[config.mk]
export PLATFORM = sky130hd
export DESIGN_NAME = dcache_ctrl
export DESIGN_NICKNAME = d
export VERILOG_FILES = /design/src/rtl/dcache_pkg.sv /design/src/rtl/dcache_ctrl.sv
export SDC_FILE = /design/constraint.sdc
export NUM_CORES = 1
export LEC_CHECK = 0
export ABC_AREA = 1
export BUFFER_PORTS_ARGS = -buffer_cell sky130_fd_sc_hd__buf_2
export CAP_MARGIN = 20
export CORE_AREA = 2 2 356 358
export DETAILED_ROUTE_END_ITERATION = 8
export DIE_AREA = 0 0 358 360
export MAX_ROUTING_LAYER = met4
export PLACE_DENSITY = 0.3
export SYNTH_ARGS = -nofsm -noshare
export SYNTH_HDL_FRONTEND = slang
export SYNTH_SLANG_ARGS = --single-unit
[constraint.sdc]
create_clock -name clk -period 3.2 [get_ports clk]
set_input_delay 0.32 -clock clk [delete_from_list [all_inputs] [get_ports clk]]
set_output_delay 0.32 -clock clk [all_outputs]
set_load 0.05 [all_outputs]
[src/rtl/dcache_pkg.sv]
package dcache_pkg;

    localparam int addr_w = 32;
    localparam int word_w = 32;
    localparam int words_per_line = 4;
    localparam int num_ways = 2;
    localparam int num_sets = 256;

    // 4 KiB per way, 16-byte lines
    localparam int byte_sel_w = $clog2(word_w / 8);
    localparam int word_sel_w = $clog2(words_per_line);
    localparam int index_w = $clog2(num_sets);
    localparam int offset_w = byte_sel_w + word_sel_w;
    localparam int tag_w = addr_w - index_w - offset_w;

    typedef logic [tag_w-1:0] tag_t;
    typedef logic [index_w-1:0] index_t;
    typedef logic [word_w-1:0] word_t;
    typedef logic [word_w/8-1:0] strb_t;
    typedef word_t [words_per_line-1:0] line_t; // word 0 in the low bits

    typedef struct packed {
        tag_t tag;
        logic valid;
        logic dirty;
    } tag_entry_t;

    typedef struct packed {
        logic op; // 1 = store
        logic [addr_w-1:0] addr;
        word_t wdata;
        strb_t strb;
    } cpu_req_t;

    typedef struct packed {
        logic [addr_w-1:0] addr; // line aligned
        line_t line;
    } mem_req_t;

    function automatic tag_t addr_tag(input logic [addr_w-1:0] addr);
        return addr[addr_w-1 -: tag_w];
    endfunction

    function automatic index_t addr_index(input logic [addr_w-1:0] addr);
        return addr[offset_w +: index_w];
    endfunction

    function automatic logic [word_sel_w-1:0] addr_word(input logic [addr_w-1:0] addr);
        return addr[byte_sel_w +: word_sel_w];
    endfunction

    function automatic logic [addr_w-1:0] line_addr(input tag_t tag, input index_t index);
        return {tag, index, {offset_w{1'b0}}};
    endfunction

endpackage

[src/rtl/dcache_ctrl.sv]
`timescale 1ns/1ps

module dcache_ctrl import dcache_pkg::*; (
    input  logic                clk,
    input  logic                reset,
    // cpu side
    input  logic                req_valid,
    input  cpu_req_t            req,
    output logic                busy,
    output logic                rsp_valid,
    output word_t               rdata,
    // arrays
    output index_t              raddr,
    output tag_t                lookup_tag,
    output logic [num_ways-1:0] we,
    output index_t              waddr,
    output tag_entry_t          wentry,
    output line_t               wline,
    input  logic [num_ways-1:0] hit,
    input  logic                hit_way,
    input  line_t               hit_line,
    input  tag_entry_t          victim_entry,
    input  line_t               victim_line,
    input  logic                init_busy,
    // replacement state
    input  logic                victim,
    output logic                update,
    output index_t              upd_index,
    output logic                used_way,
    // memory side
    output logic                mem_rd_req,
    output logic [addr_w-1:0]   mem_rd_addr,
    input  logic                mem_rd_rdy,
    input  logic                mem_ret_valid,
    input  line_t               mem_ret_line,
    output logic                mem_wr_req,
    output mem_req_t            mem_wr,
    input  logic                mem_wr_rdy,
    input  logic                mem_wr_done
);

    typedef enum logic [2:0] {
        s_idle,
        s_tagrd,
        s_lookup,
        s_missdirty,
        s_writeback,
        s_missclean,
        s_refill,
        s_refilldone
    } state_t;

    state_t   state;
    state_t   state_next;
    cpu_req_t req_q;
    logic     busy_q;
    logic     accept;
    logic     done;
    tag_t     req_tag;
    index_t   req_index;
    logic [word_sel_w-1:0] req_word;
    word_t    hit_word;
    word_t    merged_word;
    line_t    merged_line;

    assign busy   = busy_q | init_busy;
    assign accept = req_valid & ~busy;
    assign done   = (state == s_lookup) & (|hit);

    assign req_tag   = addr_tag(req_q.addr);
    assign req_index = addr_index(req_q.addr);
    assign req_word  = addr_word(req_q.addr);

    always_ff @(posedge clk) begin
        if (accept) begin
            req_q <= req;
        end
        if (done) begin
            rdata <= hit_word;
        end
    end

    always_ff @(posedge clk) begin
        if (reset) begin
            state     <= s_idle;
            busy_q    <= 1'b0;
            rsp_valid <= 1'b0;
        end else begin
            state     <= state_next;
            rsp_valid <= done;
            if (accept) begin
                busy_q <= 1'b1;
            end else if (done) begin
                busy_q <= 1'b0;
            end
        end
    end

    always_comb begin
        state_next = state;
        case (state)
            s_idle:       if (accept) state_next = s_tagrd;
            s_tagrd:      state_next = s_lookup;
            s_lookup: begin
                if (|hit) begin
                    state_next = s_idle;
                end else if (victim_entry.valid && victim_entry.dirty) begin
                    state_next = s_missdirty;
                end else begin
                    state_next = s_missclean;
                end
            end
            s_missdirty:  if (mem_wr_rdy) state_next = s_writeback;
            s_writeback:  if (mem_wr_done) state_next = s_missclean;
            s_missclean:  if (mem_rd_rdy) state_next = s_refill;
            s_refill:     if (mem_ret_valid) state_next = s_refilldone;
            s_refilldone: state_next = s_lookup; // re-read the refilled line
            default:      state_next = s_idle;
        endcase
    end

    // byte merge of a store into the hit word
    assign hit_word = hit_line[req_word];

    always_comb begin
        for (int b = 0; b < word_w / 8; b++) begin
            merged_word[8*b +: 8] = req_q.strb[b] ? req_q.wdata[8*b +: 8] : hit_word[8*b +: 8];
        end
        merged_line = hit_line;
        merged_line[req_word] = merged_word;
    end

    assign raddr      = req_index;
    assign lookup_tag = req_tag;
    assign waddr      = req_index;

    always_comb begin
        we     = '0;
        wentry = '{tag: req_tag, valid: 1'b1, dirty: 1'b0};
        wline  = mem_ret_line;
        if (state == s_refill && mem_ret_valid) begin
            we[victim] = 1'b1;
        end else if (done && req_q.op) begin
            we           = hit;
            wentry.dirty = 1'b1;
            wline        = merged_line;
        end
    end

    assign update    = done;
    assign upd_index = req_index;
    assign used_way  = hit_way;

    assign mem_rd_req  = (state == s_missclean);
    assign mem_rd_addr = line_addr(req_tag, req_index);
    assign mem_wr_req  = (state == s_missdirty);
    assign mem_wr.addr = line_addr(victim_entry.tag, req_index);
    assign mem_wr.line = victim_line;

endmodule

# Word-level counts from Yosys, hierarchy flattened
# Cells that the tools add are included.
# totals
ff_bits	106
in_bits	487
out_inout_bits	426
word_cells	65
# classes
order_cmp	4
n_eq_ne	12
mux	27
bitwise	4
n_reduce_logical	10
# op_table
operator	n
128-bit 2-to-1 mux	2
128-bit bitwise mux	1
32-bit binary-select mux with 2-bit select	1
32-bit demux with 2-bit select	1
32-bit 2-to-1 mux	2
8-bit 2-to-1 mux	4
3-bit 2-to-1 mux	7
3-bit case mux with 7 select lines	1
3-bit equality test, second input constant	4
3-bit by 2-bit equality test with 1-bit output, second input constant	2
2-bit inequality test, second input constant	3
1-bit logical AND	5
1-bit 2-to-1 mux	5
5-bit AND reduction	1
2-bit 2-to-1 mux	2
2-bit by 1-bit inequality test with 1-bit output, second input constant	2
2-bit OR reduction	2
3-bit by 1-bit equality test with 1-bit output, second input constant	1
3-bit logical NOT	1
2-bit by 3-bit < comparator with 1-bit output, second input constant	1
1-bit AND	2
2-bit by 1-bit greater-or-equal comparator with 1-bit output, second input constant	1
1-bit by 2-bit < comparator with 1-bit output, second input constant	1
2-bit nonzero test	1
4 further kinds	4

# Logic depth before layout (Yosys ltp)
# depth
depth_word	7
mapped_depth	12
depth_no_buf	9

# Worst setup path after synthesis
# Ideal clock, no wire load.
# synth_timing
path_type	register -> output
startpoint	register state[2]
endpoint	output we[0]
arrival_ns	2.399
required_ns	2.880
slack_ns	0.481
stages_incl_launch_ff	11
path_buffers	2
cell_sequence	dfxtp_1 -> buf_6 -> inv_4 -> nand2_2 -> nor2_4 -> nand2_2 -> inv_2 -> nand2_2 -> buf_2 -> inv_1 -> a21o_1
# synth_between
elab_chain_len	5
word_cells_on_any_way	7
classes_between	eq/ne (2); mux (2); bitwise (1); reduce/logical (2)
# synth_lines
element	line	source
start, declared	dcache_ctrl.sv:53	state_t state;
start signal, assigned	dcache_ctrl.sv:85	state <= s_idle;
start signal, assigned	dcache_ctrl.sv:89	state <= state_next;
3-bit by 2-bit equality test with 1-bit output	dcache_ctrl.sv:68	assign done = (state == s_lookup) & (|hit);
1-bit AND	dcache_ctrl.sv:68	
net update	dcache_ctrl.sv:27	output logic update,
1-bit logical AND	dcache_ctrl.sv:143	end else if (done && req_q.op) begin
2-bit 2-to-1 mux	dcache_ctrl.sv:143	
2-bit 2-to-1 mux	dcache_ctrl.sv:141	if (state == s_refill && mem_ret_valid) begin
end, declared	dcache_ctrl.sv:15	output logic [num_ways-1:0] we,
# The timed path passes the listed nets, and every way through them passes these cells.

==> metrics.txt <==
Post-Synth Simple-Gate Area=0.3638; Peak Freq=329.5 MHz; Synth Area per Inst=6.369 sq um; Final HPWL DP=57260 um; MaxCap Viol Count=0; Clock Sinks=104; Worst Max-Slew Pin Slew=853.8 ps; Post-Synth Adder-Cell Area=0; Rows=130; ys async rst share=0; Synth Flop Type=edfxtp_1; area growth from synthesis to layout=47.95%; xor and xnor area share after synthesis=0; Syn Std Cell Area=10110 sq um; RSZ-0062 raised after global routing=false; CTS root buffer=clkbuf_16; number of distinct library cells after synthesis=25; largest net degree at the start of global routing=46; Critical Path AT=2710 ps; # DRC=0; maximum vdd drop=303.5 uV; Final Hold Fails=0; largest family of logic cells by synthesized area=simple AND/OR/NAND/NOR gates; port bufs=603; register area share after synthesis=0.3040; Die Area=128900 sq um; min-delay worst type=input port to flip-flop; Setup CP Type=flip-flop to output port; Vias/cell=3.151; sequential cell area=3074 sq um; P_leak=7.183 nW; first-pass GRT wire length=91800 um; routed via count=11550; Post-Synthesis Cells=1587; Routed wire per std cell=19.44 um; DRT iter0 DRCs=695; Max-Slew Margin vs Limit=0.4308; Synth top area share=0.2941; Total Power=7.509 mW; final setup violation count=0; top-count cell post-synth=nand2_1; Routed WL=71250 um; mux contribution to synthesized area=0; antenna-violating nets left=0; Synth Area in Compound Gates=0.06573; # nets final=2476; YS warnings=0; CTS H-tree lvls=3; First-pass DRT Iterations=5; Post-synth top cells=nand2_1 (626), buf_4 (262), nor2_1 (148); Setup Slack @ Placement=437.2 ps; outcome=finished, final reports clean; crit path launch type=flip-flop; top cells by area, synth=edfxtp_1 (29%), nand2_1 (23%), buf_4 (19%); CTS tree=built; Clock Skews=33.02 ps; Slew Limit Fails=0; initial core utilization=0.08091; vias in the first global route=11370; worst setup margin=165.0 ps; Required @ worst endpoint=2880 ps; IO Pins=913; design area=14950 sq um; Placed Area=13820 sq um; clock transition at the registers of the reported paths=120 ps; Worst Setup End Kind=output port; EDFF count, synth=99; Die Height=360 um; Multi-input gate area=4415 sq um; share of layout cells above drive strength 1=0.3460; clock buffer count from CTS=9; clk_lat worst skew=460 ps; worst hold slack=86.84 ps; Final period util=0.9484; total power divided by cell area=502.1 nW/um^2; Yosys reg bits=104; Final Wtd Congestion=0.7684; Worst Path Max Fanout=45; clock buffer depth=2; Layout fillers=14760; Period minus WS final=3035 ps; initial antenna violation count=33; CORE AREA=124900 sq um; largest area contributor in the netlist=edfxtp_1; total global routing overflow=0; total track usage=0.1088; Die W=358 um
==> power by group <==
part / switching [mW] / internal [mW] / leakage [nW] / total [mW]
clock: 0.829 / 0.573 / 0.151 / 1.40
combinational: 3.17 / 1.18 / 6.07 / 4.35
sequential: 0.0908 / 1.67 / 0.961 / 1.76
total: 4.09 / 3.42 / 7.18 / 7.51
==> stage by stage <==
step                        util  cells  setup TNS (ps)
after floorplan                -   1594               0
after global placement    0.1106   3555               0
after detailed placement  0.1106   3555               0
after CTS                 0.1185   3638          -5.455
after global routing      0.1196   3663               0
final                     0.1197   3666               0
==> sequential cells by signal, summed over array words and instances, names as in the netlist <==
| register | flops |
|---|---|
| busy_q | 1 |
| lookup_tag | 20 |
| mem_rd_addr | 8 |
| rdata | 32 |
| req_q | 39 |
| rsp_valid | 1 |
| state | 3 |
==> worst max-delay path, stage by stage, from the launching register on <==
cell and delay (ps):
edfxtp_1 440, buf_12 300, buf_6 230, nand2_1 70, o21ai_0 70, nand2_1 100, nand2_1 130, nand2_1 140
nand3_1 160, nand2_1 220, nand2_1 210, buf_12 160
==> area by class of cell <==
class / count / share of cell area
Timing Repair Buffer: 720 / 0.3128
Multi-Input combinational cell: 1064 / 0.2953
Sequential cell: 104 / 0.2056
Tap cell: 1650 / 0.1381
Inverter: 90 / 0.02318
Clock buffer: 9 / 0.01506
Clock inverter: 7 / 0.006359
Antenna cell: 22 / 0.003682
==> timing repair <==
item / in CTS / in global routing
hold endpoints to repair: 65 / 0
resized for setup: 0 / 10
pin swaps: 0 / 1
setup endpoints to repair: 7 / 29
hold buffers: 65 / 0
buffers inserted: 2 / 5
gates cloned: 0 / 1
==> layout by cell type, fill, tap and decap left out, types with 2 or more instances in the layout <==
| master | Yosys | final |
|---|---|---|
| nand2_1 | 626 | 624 |
| buf_2 | 41 | 572 |
| nor2_1 | 148 | 148 |
| nand3_1 | 137 | 137 |
| edfxtp_1 | 99 | 99 |
| inv_1 | 86 | 82 |
| a21oi_1 | 66 | 66 |
| dlygate4sd3_1 | 0 | 65 |
| o21ai_0 | 64 | 61 |
| buf_12 | 0 | 42 |
| buf_4 | 262 | 37 |
| diode_2 | 0 | 22 |
| conb_1 | 2 | 9 |
| clkbuf_16 | 0 | 9 |
| nand2_2 | 3 | 4 |
| inv_2 | 3 | 4 |
| dfxtp_1 | 5 | 4 |
| buf_6 | 6 | 4 |
| inv_4 | 1 | 3 |
| nor2_4 | 1 | 3 |
| o21ai_1 | 0 | 3 |
| clkinv_8 | 0 | 3 |
| nor3_1 | 2 | 2 |
| inv_8 | 0 | 2 |
==> layer usage <==
layer	up-vias	track usage	share of wire
li1	5561	-	-
met1	5302	0.1331	0.44
met2	580	0.1561	0.43
met3	107	0.04852	0.10
met4	0	0.03872	0.028
met5	-	-	0
==> worst paths after layout <==
check	start	to	slack [ps]	depth (start not counted)
min	reset	rsp_valid	90	2
max	req_q[38]	wline[125]	170	11
max reg2reg	state[1]	rdata[18]	1120	5
min reg2reg	busy_q	busy_q	510	2
==> cell families (layout without fill, tap and decap cells) <==
| logic type | after synthesis | after routing |
|---|---|---|
| and+or+nand+nor | 922 | 923 |
| buffers and inverters | 427 | 826 |
| AOI/OAI and AO/OA | 132 | 132 |
| DFF | 104 | 104 |
| other | 2 | 31 |
No activity file was read; power rests on OpenSTA's default activity.
