==> src/rtl/dcache_pkg.sv <==
package dcache_pkg;

    localparam int addr_w = 32;
    localparam int word_w = 32;
    localparam int words_per_line = 4;
    localparam int num_ways = 2;
    localparam int num_sets = 256;

    // 4 KiB per way, 16-byte lines
    localparam int byte_sel_w = $clog2(word_w / 8);
    localparam int word_sel_w = $clog2(words_per_line);
    localparam int index_w = $clog2(num_sets);
    localparam int offset_w = byte_sel_w + word_sel_w;
    localparam int tag_w = addr_w - index_w - offset_w;

    typedef logic [tag_w-1:0] tag_t;
    typedef logic [index_w-1:0] index_t;
    typedef logic [word_w-1:0] word_t;
    typedef logic [word_w/8-1:0] strb_t;
    typedef word_t [words_per_line-1:0] line_t; // word 0 in the low bits

    typedef struct packed {
        tag_t tag;
        logic valid;
        logic dirty;
    } tag_entry_t;

    typedef struct packed {
        logic op; // 1 = store
        logic [addr_w-1:0] addr;
        word_t wdata;
        strb_t strb;
    } cpu_req_t;

    typedef struct packed {
        logic [addr_w-1:0] addr; // line aligned
        line_t line;
    } mem_req_t;

    function automatic tag_t addr_tag(input logic [addr_w-1:0] addr);
        return addr[addr_w-1 -: tag_w];
    endfunction

    function automatic index_t addr_index(input logic [addr_w-1:0] addr);
        return addr[offset_w +: index_w];
    endfunction

    function automatic logic [word_sel_w-1:0] addr_word(input logic [addr_w-1:0] addr);
        return addr[byte_sel_w +: word_sel_w];
    endfunction

    function automatic logic [addr_w-1:0] line_addr(input tag_t tag, input index_t index);
        return {tag, index, {offset_w{1'b0}}};
    endfunction

endpackage

==> src/rtl/dcache_plru.sv <==
`timescale 1ns/1ps

module dcache_plru import dcache_pkg::*; (
    input  logic   clk,
    input  logic   reset,
    input  index_t index,
    output logic   victim,
    input  logic   update,
    input  index_t upd_index,
    input  logic   used_way
);

    // one bit per set, names the least recently used way
    logic [num_sets-1:0] lru_bits;

    assign victim = lru_bits[index];

    always_ff @(posedge clk) begin
        if (reset) begin
            lru_bits <= '0;
        end else if (update) begin
            lru_bits[upd_index] <= ~used_way; // point at the other way
        end
    end

endmodule

==> config.mk <==
export PLATFORM = sky130hd
export DESIGN_NAME = dcache_plru
export DESIGN_NICKNAME = d
export VERILOG_FILES = /design/src/rtl/dcache_pkg.sv /design/src/rtl/dcache_plru.sv
export SDC_FILE = /design/constraint.sdc
export NUM_CORES = 1
export LEC_CHECK = 0
export BUFFER_PORTS_ARGS = -buffer_cell sky130_fd_sc_hd__buf_2
export CORE_UTILIZATION = 39
export CTS_CLUSTER_SIZE = 28
export DETAILED_ROUTE_END_ITERATION = 12
export PLACE_DENSITY = 0.63
export SLEW_MARGIN = 40
export SYNTH_ARGS = -nofsm -noshare
export SYNTH_HDL_FRONTEND = slang
export SYNTH_SLANG_ARGS = --single-unit
==> constraint.sdc <==
create_clock -name clk -period 2.7 [get_ports clk]
set_input_delay 0.405 -clock clk [delete_from_list [all_inputs] [get_ports clk]]
set_output_delay 0.405 -clock clk [all_outputs]
set_load 0.03 [all_outputs]
# --- After elaboration in Yosys (flattened, before gate mapping) ---
# Cells that the tools add are included.
classes:
  magnitude_cmp: 3
  mux: 5
  bitwise: 1
  n_reduce_logical: 1
op_table:
  columns: ["op", "n"]
  rows:
  - ["$bwmux 256", 1]
  - ["$lt 8x9->1 const B", 2]
  - ["$bmux 1 s8", 1]
  - ["$demux 1 s8", 1]
  - ["$ge 8x1->1 const B", 1]
  - ["$mux 1", 2]
  - ["$logic_and 1x1->1", 1]
  - ["$not 1->1", 1]
totals:
  regBits: 256
  input_bits: 20
  out_inout_bits: 1
  elab_cells: 11

# --- Depth between registers and ports, before layout ---
# Gate-level depths: netlist (run 1).
depth:
  word_depth: 5
  depth_mapped: 10
  ltp_nobuf: 7

# --- Worst setup path before layout (run 1) ---
# No wires, ideal clock.
synth_timing:
  path_kind: "input-to-output"
  start: "input port index[1]"
  end: "output port victim"
  t_arrival_ns: 1.998
  required_time_ns: 2.295
  path_slack_ns: 0.297
  stages: 6
  path_buffers: 1
  path_cell_list: "buf_6 -> mux4_2 -> o21ai_0 -> nand3_1 -> a32o_1 -> o41a_1"
synth_via:
  elab_chain_len: 2
synth_rtl:
  columns: ["element", "line", "text"]
  rows:
  - ["start, declared", "dcache_plru.sv:6", "input index_t index,"]
  - ["$bmux 1 s8", "dcache_plru.sv:16", "assign victim = lru_bits[index];"]
  - ["$mux 1 (implied by the code)", "dcache_plru.sv:16", null]
  - ["end, declared", "dcache_plru.sv:7", "output logic victim,"]
# Every way passes these cells. The select of a mux whose other input is x is not followed.

# --- Final worst setup path (run 1) ---
layout_timing:
  start: "register lru_bits[235]"
  end: "output port victim"
layout_via:
  elab_chain_len: 2
layout_rtl:
  columns: ["element", "line", "text"]
  rows:
  - ["start, declared", "dcache_plru.sv:14", "logic [num_sets-1:0] lru_bits;"]
  - ["start signal, assigned by index", "dcache_plru.sv:22", "lru_bits[upd_index] <= ~used_way;"]
  - ["$bmux 1 s8", "dcache_plru.sv:16", null]
  - ["$mux 1 (implied by the code)", "dcache_plru.sv:16", null]
# Every way passes these cells. The select of a mux whose other input is x is not followed.

==> impl_results.md, run 1 <==
* Worst setup margin at -291.5 ps
* Num CTS Buffers at 27
* Post-synth ARST share at 0%
* WP buf/inv at 1
* Crit path max-delay family: multiplexers
* CTS tree: yes
* Fin Clk Skew at 0 ps
* Max FFs per register at approximately 260
* DRT iter0 DRCs at 1,017
* H-tree Lvls at 1
* Most common cell after layout, fill and taps aside: dfxtp_1
* Crit path required time at approximately 2300 ps
* Yosys reg bits at roughly 260
* Crit path arrival time at around 2600 ps
* Crit-path max cell delay at ~470 ps
* DIE AREA at roughly 31,000 sq um
* CTS sink cnt at 256
* Power per cell area at 600.7 nW/um^2
* CTS Buffer Depth at 3
* Initial antenna violation count at 1
* Chip width at around 180 um
* Startpoint Class: flop
* Nets@finish at 1,216
* Final setup viols at 1
* RSZ-0062 raised after global routing: yes
* Hold Crit Class: in -> reg
* IO buf count at 20
* Layout cell share with drive strength beyond 1 at roughly 17%
* Hold slack at roughly 330 ps
* LEAKAGE at 4.193 nW
* First-pass DRT Iterations at 7
* Minimum clock period at ~3000 ps
* Worst slew pin tran at roughly 630 ps
* Largest net degree at the start of global routing at between 70 and 80
* Crit Path Class: reg -> out
* Clock Tree Root: clkbuf_16
* Top FF cell, synth: dfxtp_1
* Vias at ~10k
* CP Cell Sequence: mux4_2, mux2i_2, a22oi_1, and4_4, o31ai_4, nand4_1, o41a_1, buf_6
* Routed wire per std cell at around 21 um
* Largest Register: lru_bits
* Grt ovf at 0
* Hold Fails Final Rpt at 0
* DP HPWL at between 20,000 and 25,000 um
* EDFF count, synth at 0
* Period utilization at 110.8%
* Failing checks: negative setup slack
* Max-slew headroom at about 58%
* Max Slew Vio Count at 0
* Netlist cell types at 46
* Initial core utilization at between 30% and 40%
* Mapped Cells at around 1.2k
* Status: complete, but fails checks
* Syn_nets at ~1.3k
* Area leader, netlist: dfxtp_1
* Die Y-Extent at ~180 um
* Seq/Total Area, Yosys at ~43%
* Mean Syn Cell Area at a little under 10 sq um
* Max Cap Viol at 0
* Ranking of synthesized cells by area: dfxtp_1, a311oi_1, a21oi_1
* Crit path max fanout at 2
* Most frequent cells in the layout: dfxtp_1, a21oi_1, a311oi_1
* Post-CTS Hold Buffers at 0
* Element type at the critical path end: output port
* Post-Route WL at 34,400 um
* Vias per cell at 6.302
* Max IR drop VDD at between 0.0005 and 0.0006 V
* Vias in the first global route at around 9.2k
* Share of the synthesized area in the top cell type at 42.98%
* DP Cell Count at around 1.6k
* Slowest-stage cell, CP: mux4_2
* R2r setup slk at 1920 ps
* Core Area at approximately 30,000 sq um
* Largest registers: lru_bits x256
* I/O pin total at 21
* First-pass GRT wire length at approximately 53,000 um
* Total global-route track usage at a little over a fifth
* Later-pin clock latency in the skew report at around 540 ps
* Antenna Violating Nets Remaining at 0
* Final design utilization at about 45%
* Synth warn at 0
* Site Rows at 63
* Post-Layout Cell Count at 1,604
* Post-Syn Area at around 12,000 sq um
* DRC Markers at 0
* Antenna Diode Count at 0
* Placer Congestion at 0.8208
* Clock transition at path regs at 60 ps
* Area delta synth->final at 13.10%
* Max Freq at 0.3343 GHz
## report_power, final
| part | leakage [nW] | internal, W | switching [W] | total [W] |
|---|---|---|---|---|
| clock | 0.433 | 0.00216 | 0.00152 | 0.00369 |
| sequential | 2.06 | 0.00379 | 0.00000459 | 0.00379 |
| combinational | 1.70 | 0.000197 | 0.000427 | 0.000624 |
## metrics by stage
step | power (W) | area [sq um] | worst slack, ps | setup TNS [ps]
floorplan | 0.004259 | 11920 | 296.9 | 0
global placement | 0.004471 | 12570 | -354.3 | -354.3
detailed placement | 0.004473 | 12570 | -369.3 | -369.3
CTS | 0.008141 | 13470 | -272.8 | -272.8
global route | 0.008343 | 13490 | -374.1 | -374.1
finish | 0.008101 | 13490 | -291.5 | -291.5
## synthesized netlist by cell type (all sizes together) (8+ instances only)
| master | count |
|---|---|
| nand2 | 19 |
| clkbuf | 110 |
| o22ai | 27 |
| and2 | 14 |
| a21oi | 235 |
| o21ai | 10 |
| a311oi | 234 |
| a221oi | 9 |
| dfxtp | 256 |
| and3 | 15 |
| a211oi | 24 |
| nor3 | 13 |
| mux2i | 71 |
| mux4 | 31 |
| nor2b | 8 |
| buf | 67 |
| nor2 | 58 |
## area by class of cell
class                           count  area, sq um
Inverter                            3        11.26
Tap cell                          390        488.0
Clock buffer                       41        818.3
Clock inverter                      6        57.56
Timing Repair Buffer              108        949.7
Multi-Input combinational cell    800         6032
Sequential cell                   256         5129
Fill cell                        2806        16390
## worst reg2reg max path, cell delays in order, from the launching register on
cell and delay [ps]:
dfxtp_2 340, a21oi_1 40, a311oi_1 290
## timing repair
item                       4_1_cts  5_1_grt
setup endpoints to repair        1        1
pin swaps                        4        1
setup buffers                    0        0
gates resized for setup         12        5
## metal layers
layer / global-route usage, % / vias up / share of wire [%]
met4: 6.645 / 2 / 3.0
met5: 0 / - / 0.032
met1: 30.95 / 4845 / 46
li1: - / 4844 / -
met3: 3.716 / 63 / 6.3
met2: 32.57 / 354 / 44
## worst paths after layout
kind            startpoint             to  cells after the start
max          lru_bits[235]         victim                      8
min           upd_index[0]  lru_bits[224]                      4
max reg2reg  lru_bits[106]  lru_bits[106]                      2
min reg2reg  lru_bits[234]  lru_bits[234]                      2
## cells by family after synthesis
logic type / Yosys count / share of synthesized area (%)
compound gates: 550 / 31.95
buf+inv: 180 / 7.030
flops: 256 / 42.98
mux: 102 / 11.91
simple gates: 148 / 6.128
(Power assumes the default switching activity.)
==> inputs of run 2 (changes only) <==
--- a/config.mk
+++ b/config.mk
@@ -5,7 +5,7 @@
 export SDC_FILE = /design/constraint.sdc
 export NUM_CORES = 1
 export LEC_CHECK = 0
-export BUFFER_PORTS_ARGS = -buffer_cell sky130_fd_sc_hd__buf_2
+export BUFFER_PORTS_ARGS = -buffer_cell sky130_fd_sc_hd__clkbuf_2
 export CORE_UTILIZATION = 39
 export CTS_CLUSTER_SIZE = 28
 export DETAILED_ROUTE_END_ITERATION = 12
==> impl_results.md, run 2 (synthesis gave the netlist of run 1 again) <==
* Antenna Diode Count at 0
* DIE AREA at 31,280 sq um
* Max Freq at roughly 0.33 GHz
* Max-slew headroom at approximately two thirds
* Area delta synth->final at 13.75%
* Routed wire per std cell at 20.83 um
* Hold Crit Class: in -> reg
* CTS tree: yes
* Vias at between 10k and 15k
* Element type at the critical path end: output port
* Cell mode on critical path: buf_4
* DRT iter0 DRCs at ~1.1k
* Layout cell share with drive strength beyond 1 at roughly 18%
* Antenna Violating Nets Remaining at 0
* Hold Fails Final Rpt at 0
* I/O pin total at 21
* Final setup viols at 1
* Final design utilization at between 40% and 50%
* CTS sink cnt at ~260
* Max Cap Viol at 0
* IO buf count at 20
* Power per cell area at 600.0 nW/um^2
* Failing checks: negative setup slack
* Hold slack at about 340 ps
* H-tree Lvls at 1
* Most common cell after layout, fill and taps aside: dfxtp_1
* Crit path arrival time at between 2000 and 3000 ps
* Post-Route WL at approximately 34,000 um
* Post-Layout Cell Count at 1,621
* Post-CTS Hold Buffers at 0
* Grt ovf at 0
* First-pass GRT wire length at 53,590 um
* CTS Buffer Depth at 3
* Placer Congestion at between 0.8 and 0.9
* Later-pin clock latency in the skew report at ~530 ps
* Worst slew pin tran at slightly above 500 ps
* Status: complete, but fails checks
* Startpoint Class: input port
* Nets@finish at ~1.2k
* Site Rows at 63
* Crit path required time at between 2000 and 2500 ps
* DP HPWL at 20,650 um
* Worst setup margin at -310.9 ps
* Vias in the first global route at just over 9k
* Clock transition at path regs at roughly 60 ps
* RSZ-0062 raised after global routing: yes
* Final TNS setup at -310.9 ps
* Largest Register: lru_bits
* Die Y-Extent at roughly 180 um
* Filler cells at approximately 2.8k
* Most frequent cells in the layout: dfxtp_1, a21oi_1, a311oi_1
* Initial antenna violation count at 1
* Max FFs per register at 256
* Largest net degree at the start of global routing at 91
* Max Slew Vio Count at 0
* WP buf/inv at 4
* DRC Markers at 0
* Initial core utilization at between 30% and 40%
* Vias per cell at about 6.3
* First-pass DRT Iterations at 5
* Max IR drop VDD at 0.0004562 V
* Placement-stage cell area at ~13,000 sq um
* Clock Tree Root: clkbuf_16
* Final instance area at between 10,000 and 15,000 sq um
* Minimum clock period at approximately 3000 ps
* LEAKAGE at 4.269 nW
* Crit-path max cell delay at 540 ps
* Largest registers: lru_bits x256
* CP Cell Sequence: buf_4, buf_4, or3b_1, buf_4, o22ai_1, o41ai_1, a311o_1, nand4_1, o41a_1, clkbuf_8
* Period utilization at 111.5%
* Chip width at roughly 180 um
* Num CTS Buffers at 27
* Total global-route track usage at a little over a fifth
* Crit path max-delay family: buffers and inverters
* Slowest-stage cell, CP: or3b_1
* Crit path max fanout at 12
* Crit Path Class: in -> out
* Fin Clk Skew at 0 ps
* Core Area at between 20,000 and 30,000 sq um
* DP Cell Count at approximately 1.6k
-- run 2: cell count changes in the layout (fill, tap and decap cells not counted), sizes merged --
cell,change
inv,+1
buf,-1
clkinvlp,-1
bufinv,+1
clkbuf,+15
clkinv,+2
-- run 2: worst paths after layout --
path                 startpoint            end  slack, ps  cells after the start
hold reg to reg   lru_bits[238]  lru_bits[238]        500                      2
setup / recovery       index[0]         victim       -310                     10
setup reg to reg  lru_bits[121]  lru_bits[121]       1920                      2
hold / removal     upd_index[0]  lru_bits[224]        340                      4
-- run 2: layout make-up --
type	count	area, sq um	area share (%)
Clock buffer	40	784.5	5.784
Clock inverter	9	98.84	0.7288
Inverter	3	11.26	0.08303
Multi-Input combinational cell	800	6036	44.50
Sequential cell	256	5129	37.81
Tap cell	390	488.0	3.598
Timing Repair Buffer	123	1016	7.491
-- run 2: what timing repair did --
item | in CTS | in global routing
setup endpoints to repair | 1 | 1
resized for setup | 10 | 2
setup buffers | 0 | 0
pin swaps | 2 | 1
-- run 2: worst min-delay path: cells and delay by family --
kind            cells  cell delay (ps)
compound gates      2              170
simple gates        1               90
buf+inv             1              150
-- run 2: per-layer routing --
layer  GRT usage [%]  routed length [um]  part of all wire [%]
met5               0                  17                 0.050
met4           5.927                 830                   2.5
met3           3.544                2250                   6.7
met2           32.97               15000                    44
met1           30.92               15670                    46
-- run 2: report_power, final --
part           total, W  internal (W)  leakage, nW  switching, W
combinational  0.000629      0.000205         1.77      0.000425
clock           0.00372       0.00219        0.440       0.00153
sequential      0.00379       0.00379         2.06    0.00000443
total           0.00814       0.00618         4.27       0.00196
-- run 2: metrics by stage --
step                total power (W)  setup WS (ps)
global route               0.008395         -411.5
detailed placement         0.004482         -405.6
floorplan                  0.004259          296.9
CTS                        0.008195         -302.7
global placement           0.004482         -385.0
finish                     0.008137         -310.9
